===== config.mk =====
export PLATFORM = sky130hd
export DESIGN_NAME = matrix_control_top
export DESIGN_NICKNAME = d
export VERILOG_FILES = /design/src/hdl/matrix_pkg.sv /design/src/hdl/command_decoder.sv /design/src/hdl/display_config_regs.sv /design/src/hdl/blank_engine.sv /design/src/hdl/pixel_write_engine.sv /design/src/hdl/ram_write_port.sv /design/src/hdl/matrix_control_top.sv
export SDC_FILE = /design/constraint.sdc
export NUM_CORES = 1
export LEC_CHECK = 0
export BUFFER_PORTS_ARGS = -buffer_cell sky130_fd_sc_hd__buf_2
export CAP_MARGIN = 10
export CORE_UTILIZATION = 48
export DETAILED_ROUTE_END_ITERATION = 6
export PLACE_DENSITY_LB_ADDON = 0.08
export RECOVER_POWER = 100
export REMOVE_ABC_BUFFERS = 1
export SLEW_MARGIN = 20
export SYNTH_ARGS = -nofsm -noshare
export SYNTH_HDL_FRONTEND = slang
export SYNTH_SLANG_ARGS = --single-unit

===== constraint.sdc =====
create_clock -name clk_in -period 1.9 [get_ports clk_in]
set_input_delay 0.095 -clock clk_in [delete_from_list [all_inputs] [get_ports clk_in]]
set_output_delay 0.095 -clock clk_in [all_outputs]
set_load 0.05 [all_outputs]

===== src/hdl/matrix_pkg.sv =====
/*
 * Shared definitions for the LED-matrix command front end: panel geometry,
 * vector types and the command character codes.
 */
package matrix_pkg;

    localparam int ROW_BITS          = 5;
    localparam int COL_BITS          = 6;
    localparam int BRIGHTNESS_LEVELS = 6;
    // row, column, then byte select
    localparam int RAM_ADDR_BITS     = ROW_BITS + COL_BITS + 1;

    typedef logic [7:0]                   byte_t;
    typedef logic [ROW_BITS-1:0]          row_t;
    typedef logic [COL_BITS-1:0]          col_t;
    typedef logic [RAM_ADDR_BITS-1:0]     ram_addr_t;
    typedef logic [BRIGHTNESS_LEVELS-1:0] brightness_t;
    // bit 0 red, bit 1 green, bit 2 blue
    typedef logic [2:0]                   rgb_t;

    typedef enum logic [7:0] {
        CMD_PLANE_0    = 8'h30, CMD_PLANE_1   = 8'h31, CMD_PLANE_2  = 8'h32,
        CMD_PLANE_3    = 8'h33, CMD_PLANE_4   = 8'h34, CMD_PLANE_5  = 8'h35,
        CMD_PLANE_6    = 8'h36, CMD_PLANE_ALL = 8'h39,
        CMD_BLUE_ON    = 8'h42, CMD_GREEN_ON  = 8'h47, CMD_PIXEL    = 8'h50,
        CMD_RED_ON     = 8'h52, CMD_BRIGHTNESS = 8'h54, CMD_BLANK   = 8'h5a,
        CMD_BLUE_OFF   = 8'h62, CMD_GREEN_OFF = 8'h67, CMD_RED_OFF  = 8'h72
    } cmd_char_t;

endpackage


===== src/hdl/command_decoder.sv =====
/*
 * Command decoder: registers each strobed byte and routes it to the
 * config registers, the brightness load, the blank engine or the pixel engine.
 */
`timescale 1ns/1ps

module command_decoder (
    input  logic              clk_in,
    input  logic              reset,
    input  matrix_pkg::byte_t data_rx,
    input  logic              data_ready_n,
    input  logic              blank_done,
    input  logic              pixel_done,
    output matrix_pkg::byte_t cmd_byte,
    output logic              cmd_byte_valid,
    output logic              brightness_load,
    output logic              blank_start,
    output logic              pixel_byte_valid,
    output logic              busy,
    output logic              ready_for_data
);

    typedef enum logic [1:0] {
        ST_IDLE,
        ST_BRIGHTNESS,
        ST_BLANK,
        ST_PIXEL
    } state_t;

    state_t            state;
    matrix_pkg::byte_t byte_q;
    logic              strobe_q;

    always_ff @(posedge clk_in) begin
        if (!data_ready_n) begin
            byte_q <= data_rx;
        end
    end

    always_ff @(posedge clk_in) begin
        if (reset) begin
            strobe_q <= 1'b0;
            state    <= ST_IDLE;
        end else begin
            // bytes arriving during a blank sweep are dropped
            strobe_q <= !data_ready_n && ready_for_data;
            case (state)
                ST_IDLE: begin
                    if (strobe_q) begin
                        case (byte_q)
                            matrix_pkg::CMD_BRIGHTNESS: state <= ST_BRIGHTNESS;
                            matrix_pkg::CMD_BLANK:      state <= ST_BLANK;
                            matrix_pkg::CMD_PIXEL:      state <= ST_PIXEL;
                            default:                    state <= ST_IDLE;
                        endcase
                    end
                end
                ST_BRIGHTNESS: begin
                    if (strobe_q) begin
                        state <= ST_IDLE;
                    end
                end
                ST_BLANK: begin
                    if (blank_done) begin
                        state <= ST_IDLE;
                    end
                end
                ST_PIXEL: begin
                    if (pixel_done) begin
                        state <= ST_IDLE;
                    end
                end
                default: state <= ST_IDLE;
            endcase
        end
    end

    assign cmd_byte         = byte_q;
    assign cmd_byte_valid   = strobe_q && (state == ST_IDLE);
    assign brightness_load  = strobe_q && (state == ST_BRIGHTNESS);
    assign pixel_byte_valid = strobe_q && (state == ST_PIXEL);
    assign blank_start      = cmd_byte_valid && (byte_q == matrix_pkg::CMD_BLANK);

    assign busy           = (state != ST_IDLE);
    assign ready_for_data = (state != ST_BLANK);

endmodule


===== src/hdl/display_config_regs.sv =====
/*
 * Display configuration registers: colour-channel enables and
 * brightness bit-plane enables, updated from decoded command bytes.
 */
`timescale 1ns/1ps

module display_config_regs (
    input  logic                    clk_in,
    input  logic                    reset,
    input  matrix_pkg::byte_t       cmd_byte,
    input  logic                    cmd_byte_valid,
    input  logic                    brightness_load,
    output matrix_pkg::rgb_t        rgb_enable,
    output matrix_pkg::brightness_t brightness_enable
);

    matrix_pkg::brightness_t plane_toggle;

    // digit n flips plane BRIGHTNESS_LEVELS - n
    always_comb begin
        plane_toggle = '0;
        for (int n = 1; n <= matrix_pkg::BRIGHTNESS_LEVELS; n++) begin
            if (cmd_byte == matrix_pkg::byte_t'(matrix_pkg::CMD_PLANE_0 + n)) begin
                plane_toggle[matrix_pkg::BRIGHTNESS_LEVELS - n] = 1'b1;
            end
        end
    end

    always_ff @(posedge clk_in) begin
        if (reset) begin
            rgb_enable        <= '1;
            brightness_enable <= '1;
        end else if (brightness_load) begin
            brightness_enable <= cmd_byte[matrix_pkg::BRIGHTNESS_LEVELS-1:0];
        end else if (cmd_byte_valid) begin
            case (cmd_byte)
                matrix_pkg::CMD_RED_ON:    rgb_enable[0] <= 1'b1;
                matrix_pkg::CMD_RED_OFF:   rgb_enable[0] <= 1'b0;
                matrix_pkg::CMD_GREEN_ON:  rgb_enable[1] <= 1'b1;
                matrix_pkg::CMD_GREEN_OFF: rgb_enable[1] <= 1'b0;
                matrix_pkg::CMD_BLUE_ON:   rgb_enable[2] <= 1'b1;
                matrix_pkg::CMD_BLUE_OFF:  rgb_enable[2] <= 1'b0;
                matrix_pkg::CMD_PLANE_1,
                matrix_pkg::CMD_PLANE_2,
                matrix_pkg::CMD_PLANE_3,
                matrix_pkg::CMD_PLANE_4,
                matrix_pkg::CMD_PLANE_5,
                matrix_pkg::CMD_PLANE_6: begin
                    brightness_enable <= brightness_enable ^ plane_toggle;
                end
                matrix_pkg::CMD_PLANE_0:   brightness_enable <= '0;
                matrix_pkg::CMD_PLANE_ALL: brightness_enable <= '1;
                default: ;
            endcase
        end
    end

endmodule


===== src/hdl/blank_engine.sv =====
/*
 * Blank engine: sweeps the whole frame RAM once, writing zero to every byte.
 */
`timescale 1ns/1ps

module blank_engine (
    input  logic                  clk_in,
    input  logic                  reset,
    input  logic                  blank_start,
    output logic                  wr_req,
    output matrix_pkg::ram_addr_t wr_addr,
    output matrix_pkg::byte_t     wr_data,
    output logic                  blank_done
);

    logic                  active;
    matrix_pkg::ram_addr_t addr;

    // addr wraps back to zero after the last write
    always_ff @(posedge clk_in) begin
        if (reset) begin
            active <= 1'b0;
            addr   <= '0;
        end else if (blank_start) begin
            active <= 1'b1;
            addr   <= '0;
        end else if (active) begin
            addr <= addr + 1'b1;
            if (addr == '1) begin
                active <= 1'b0;
            end
        end
    end

    assign wr_req     = active;
    assign wr_addr    = addr;
    assign wr_data    = '0;
    assign blank_done = active && (addr == '1);

endmodule


===== src/hdl/pixel_write_engine.sv =====
/*
 * Pixel write engine: takes row, column and two data bytes, then writes
 * the pixel's two bytes into the frame RAM.
 */
`timescale 1ns/1ps

module pixel_write_engine (
    input  logic                  clk_in,
    input  logic                  reset,
    input  matrix_pkg::byte_t     cmd_byte,
    input  logic                  pixel_byte_valid,
    output logic                  wr_req,
    output matrix_pkg::ram_addr_t wr_addr,
    output matrix_pkg::byte_t     wr_data,
    output logic                  pixel_done
);

    logic [1:0]       byte_count;
    matrix_pkg::row_t row;
    matrix_pkg::col_t col;

    always_ff @(posedge clk_in) begin
        if (pixel_byte_valid) begin
            case (byte_count)
                2'd0:    row <= cmd_byte[matrix_pkg::ROW_BITS-1:0];
                2'd1:    col <= cmd_byte[matrix_pkg::COL_BITS-1:0];
                default: ;
            endcase
        end
    end

    always_ff @(posedge clk_in) begin
        if (reset) begin
            byte_count <= '0;
            wr_req     <= 1'b0;
            wr_addr    <= '0;
            wr_data    <= '0;
            pixel_done <= 1'b0;
        end else begin
            // outputs sit at zero between writes
            wr_req     <= 1'b0;
            wr_addr    <= '0;
            wr_data    <= '0;
            pixel_done <= 1'b0;
            if (pixel_byte_valid) begin
                byte_count <= byte_count + 1'b1;
                case (byte_count)
                    2'd2: begin
                        // first data byte goes to the odd address
                        wr_req  <= 1'b1;
                        wr_addr <= {row, col, 1'b1};
                        wr_data <= cmd_byte;
                    end
                    2'd3: begin
                        wr_req     <= 1'b1;
                        wr_addr    <= {row, col, 1'b0};
                        wr_data    <= cmd_byte;
                        pixel_done <= 1'b1;
                    end
                    default: ;
                endcase
            end
        end
    end

endmodule


===== src/hdl/ram_write_port.sv =====
/*
 * RAM write port: merges the engine requests and registers the frame RAM
 * address, data and write enable.
 */
`timescale 1ns/1ps

module ram_write_port (
    input  logic                  clk_in,
    input  logic                  reset,
    input  logic                  blank_req,
    input  matrix_pkg::ram_addr_t blank_addr,
    input  logic                  pixel_req,
    input  matrix_pkg::ram_addr_t pixel_addr,
    input  matrix_pkg::byte_t     pixel_data,
    output matrix_pkg::ram_addr_t ram_address,
    output matrix_pkg::byte_t     ram_data_out,
    output logic                  ram_write_enable
);

    // blank writes are always zero, so only pixel data reaches the RAM
    always_ff @(posedge clk_in) begin
        ram_address  <= (blank_req ? blank_addr : '0) | (pixel_req ? pixel_addr : '0);
        ram_data_out <= pixel_req ? pixel_data : '0;
    end

    always_ff @(posedge clk_in) begin
        if (reset) begin
            ram_write_enable <= 1'b0;
        end else begin
            ram_write_enable <= blank_req || pixel_req;
        end
    end

endmodule


===== src/hdl/matrix_control_top.sv =====
/*
 * LED-matrix command front end: decodes serial command bytes into display
 * configuration and frame RAM writes.
 */
`timescale 1ns/1ps

module matrix_control_top (
    input  logic                    clk_in,
    input  logic                    reset,
    input  matrix_pkg::byte_t       data_rx,
    input  logic                    data_ready_n,
    output matrix_pkg::rgb_t        rgb_enable,
    output matrix_pkg::brightness_t brightness_enable,
    output matrix_pkg::ram_addr_t   ram_address,
    output matrix_pkg::byte_t       ram_data_out,
    output logic                    ram_write_enable,
    output logic                    busy,
    output logic                    ready_for_data
);

    matrix_pkg::byte_t     cmd_byte;
    logic                  cmd_byte_valid;
    logic                  brightness_load;
    logic                  blank_start;
    logic                  blank_done;
    logic                  blank_req;
    matrix_pkg::ram_addr_t blank_addr;
    logic                  pixel_byte_valid;
    logic                  pixel_done;
    logic                  pixel_req;
    matrix_pkg::ram_addr_t pixel_addr;
    matrix_pkg::byte_t     pixel_data;

    command_decoder u_decoder (
        .clk_in           (clk_in),
        .reset            (reset),
        .data_rx          (data_rx),
        .data_ready_n     (data_ready_n),
        .blank_done       (blank_done),
        .pixel_done       (pixel_done),
        .cmd_byte         (cmd_byte),
        .cmd_byte_valid   (cmd_byte_valid),
        .brightness_load  (brightness_load),
        .blank_start      (blank_start),
        .pixel_byte_valid (pixel_byte_valid),
        .busy             (busy),
        .ready_for_data   (ready_for_data)
    );

    display_config_regs u_config_regs (
        .clk_in            (clk_in),
        .reset             (reset),
        .cmd_byte          (cmd_byte),
        .cmd_byte_valid    (cmd_byte_valid),
        .brightness_load   (brightness_load),
        .rgb_enable        (rgb_enable),
        .brightness_enable (brightness_enable)
    );

    // blank data is always zero and not routed
    blank_engine u_blank (
        .clk_in      (clk_in),
        .reset       (reset),
        .blank_start (blank_start),
        .wr_req      (blank_req),
        .wr_addr     (blank_addr),
        .wr_data     (),
        .blank_done  (blank_done)
    );

    pixel_write_engine u_pixel (
        .clk_in           (clk_in),
        .reset            (reset),
        .cmd_byte         (cmd_byte),
        .pixel_byte_valid (pixel_byte_valid),
        .wr_req           (pixel_req),
        .wr_addr          (pixel_addr),
        .wr_data          (pixel_data),
        .pixel_done       (pixel_done)
    );

    ram_write_port u_ram_port (
        .clk_in           (clk_in),
        .reset            (reset),
        .blank_req        (blank_req),
        .blank_addr       (blank_addr),
        .pixel_req        (pixel_req),
        .pixel_addr       (pixel_addr),
        .pixel_data       (pixel_data),
        .ram_address      (ram_address),
        .ram_data_out     (ram_data_out),
        .ram_write_enable (ram_write_enable)
    );

endmodule


==> run summary <==
Post-DP HPWL: 4.51 mm
minimum hold slack: 109 ps
first-pass iteration count of the detailed router: 4
crit end category: register
commonest cells in the synthesized netlist: 70 x dfxtp_1, 33 x nor2_1, 23 x and2_1
vias in the first global route: 2234
Levels on crit path: 5
most area-hungry cell type in the Yosys netlist: dfxtp_1
number of antenna violations at the first check in global routing: 0
Post-Route Skew: 7.79 ps
sum of negative setup slack: 0 ps
gate family responsible for the most delay along the worst path: simple AND/OR/NAND/NOR gates
Root Buffer Master: clkbuf_8
largest stage delay on the critical path: 520 ps
floorplan die width: 85.8 µm
Max Slew Vio Count: 0
min Tclk post-route: 1730 ps
DRC viols: 0
total of max-cap violations: 0
RSZ-0062 raised after global routing: false
global-route wire length before repair: 10.7 mm
Pwr Density: 821 mW/mm²
number of routed nets with antenna violations: 0
outcome: finished clean
final count of negative-setup-slack endpoints: 0
register bit total from synthesis: 89
number of filler cells placed in the layout: 616
largest net degree at the start of global routing: 22
number of core rows: 30
fraction of the yosys area taken by sequential cells: 58.5%
number of design-rule violations left by the first detailed-router iteration: 122
Critical Path RT: 2140 ps
number of instances resized during post-cts repair: 0
cell mode on critical path: o31ai_1
logic depth of the worst register-to-register path: 5
most frequent cell after synthesis: dfxtp_1
overflow left after global routing: 0
final routed wire length divided by cell count: 13.7 µm
path category of the worst min-delay check: in -> reg
internal power contribution: 0.00248 W
kind of launch point of the worst setup path: register
average cell area after synthesis: 10.6 µm²
leakage dissipation: 1.48 nW
sum of buffers and inverters on the critical path: 0
number of hold-slack violations in the final timing report: 0
switching fraction of total power: 24.0%
peak clock frequency supported by timing: 577 MHz
clock tree from TritonCTS: built
area enclosed by the die boundary: 0.00736 mm²
VDD IR max: 0.000381 V
wire length after detailed routing: 6.65 mm
number of sinks on the clock net: 89
Least-Margin Pin Slew: 684 ps
sequential share of power: 60.2%
list of cells traversed by the critical path: and4bb_1 -> nand2b_1 -> or4b_1 -> o31ai_1 -> o31ai_1
synthesized instance count: 318
global routing usage on met1: 25.0%
number of cells in the design after placement: 462
ratio of final minimum period to clock period: 91.2%
total I/O pin count: 43
Max clock buf depth: 2
layout cells sized above 1: 11.3%
CTS clk-pin slew, worst paths: 90 ps
Chip Height: 85.8 µm
fraction of power consumed by the clock network: 35.0%
portion of synthesized cell area occupied by the leading cell type: 41.6%
via density per instance: 5.00
synthesized cell area: 0.00337 mm²
met2 track demand over resource in global routing: 30.2%
ranking of synthesized cells by area: dfxtp_1 42%, edfxtp_1 17%, and2_1 4.3%, nor2_1 3.7%, a22o_1 2.9%
leading register cell type out of synthesis: dfxtp_1
Max H-tree Level: 3
Max FO, Critical Path: 5
relative area change from synthesis to final layout: 17.9%
worst slew margin relative to its limit: 54.3%
hold-critical path depth: 2
switching power total: 0.000782 W
total of buffers placed on input and output ports: 42
final net count: 401
unique cell type count in the Yosys netlist: 49
starting density of the core: 49.6%
Final GP Congestion: 0.877
clock buffers created by TritonCTS: 9
number of flops mapped to enable cells by yosys: 19
Yosys warning total: 0
Overall Global Routing Usage: 19.0%
combinational fraction of design power: 4.8%
grt peak-use layer: met2
share of async-settable or async-resettable flops after synthesis: 0%
area of the placeable core: 0.00679 mm²
Worst path slowest cell: or4b_1
clock latency of the later-clocked register in the worst-skew pair: 350 ps
number of vias after detailed routing: 2431
data arrival time of the worst path: 1970 ps
category of the most critical setup path: reg -> reg
global routing usage on met3: 3.46%
Final Instance Count excl. Fillers: 486
total inserted antenna cells: 0
[cell families (layout without fill, tap and decap cells)]
logic type | after synthesis | count (layout) | share of synthesized area (%)
adders and majority gates | 5 | 5 | 1.86
buffers and inverters | 28 | 100 | 3.67
DFF | 89 | 89 | 58.5
muxes | 4 | 4 | 1.19
xor gates and xnor gates | 12 | 12 | 3.12
AOI/OAI and AO/OA | 53 | 53 | 11.5
and+or+nand+nor | 127 | 127 | 20.2
[per-layer routing]
layer | vias up | wire, µm
li1 | 1254 | -
met1 | 1094 | 3130
met2 | 76 | 3080
met3 | 7 | 359
met4 | 0 | 79
met5 | - | 0
[area by class of cell]
class / count / area [µm²] / area share (%)
well taps: 96 / 120 / 3.02
multi-input cells: 201 / 1280 / 32.1
repair buffers: 71 / 390 / 9.82
clock buffers: 9 / 124 / 3.12
clock inverters: 7 / 45.0 / 1.13
inverters: 13 / 48.8 / 1.23
flip-flops and latches: 89 / 1970 / 49.6
[sequential cells by signal, indices dropped and copies added (netlist names)]
name,count
u_decoder.strobe_q,1
u_blank.wr_addr,12
u_ram_port.ram_write_enable,1
u_decoder.state,2
u_pixel.pixel_done,1
u_pixel.wr_req,1
u_pixel.wr_addr,12
u_ram_port.ram_address,12
u_pixel.byte_count,2
u_decoder.cmd_byte,8
u_ram_port.ram_data_out,8
u_blank.wr_req,1
u_pixel.row,5
u_pixel.wr_data,8
u_pixel.col,6
u_config_regs.brightness_enable,6
u_config_regs.rgb_enable,3
[path summary, 6_finish.rpt]
check,start,end,slack [ps]
worst max-delay path,u_decoder.cmd_byte[6]$_DFFE_PN_,u_config_regs.brightness_enable[2]$_SDFFE_PP1P_,170
worst min-delay path,reset,u_ram_port.ram_write_enable$_SDFF_PP0_,110
worst max register to register,u_decoder.cmd_byte[6]$_DFFE_PN_,u_config_regs.brightness_enable[2]$_SDFFE_PP1P_,170
worst min register to register,u_pixel.wr_data[3]$_SDFF_PP0_,u_ram_port.ram_data_out[3]$_SDFF_PN0_,440
[what timing repair did]
item | CTS | global route
endpoints found under the hold margin | 8 | 0
hold buffers | 8 | 0
endpoints found under the setup margin | 0 | 0
buffers inserted | 0 | 0
[power by group through the flow]
stage          Sequential, W  Combinational (W)  Clock, W
3_3_place_gp         0.00201           0.000147         0
6_report             0.00197           0.000157   0.00114
3_5_place_dp         0.00201           0.000145         0
2_1_floorplan        0.00202          0.0000557         0
5_1_grt              0.00197           0.000170   0.00126
4_1_cts              0.00197           0.000159   0.00118
[metrics by stage]
step	instance area [µm²]	util [%]	total power (W)	setup WS [ps]
floorplan	3300	-	0.00208	81.1
global placement	3800	55.9	0.00216	203
global route	3980	58.5	0.00340	55.4
CTS	4050	59.6	0.00331	169
finish	3980	58.5	0.00326	168
detailed placement	3800	55.9	0.00216	194
[cells in the final DEF (no fill, tap or decap), types with 2 or more instances in the layout]
cell type      synthesis  layout
xnor2_1                6       6
dfxtp_1               70      70
nor3_1                 6       6
o31ai_1                8       8
or4_1                  2       2
nor2_1                33      33
edfxtp_1              19      19
a22o_1                11      11
buf_4                  0      11
clkbuf_1               9      38
clkbuf_2               0       3
and2_0                 0       7
inv_1                 13      13
a21oi_1               12      12
dlygate4sd3_1          0       8
nor3b_1                2       2
nand2_1               17      17
nor4_1                 8       8
mux2i_1                4       4
a211oi_1               2       2
xor2_1                 6       6
clkinv_2               0       2
buf_2                  3      10
nand4_1                3       3
nand3_1                9       9
and3_1                 7       7
ha_1                   5       5
clkbuf_8               0       9
o32ai_1                2       2
or3_1                  2       2
and2_1                23      16
nand2b_1               7       7
o21ai_0                5       6
(Power assumes the default switching activity.)
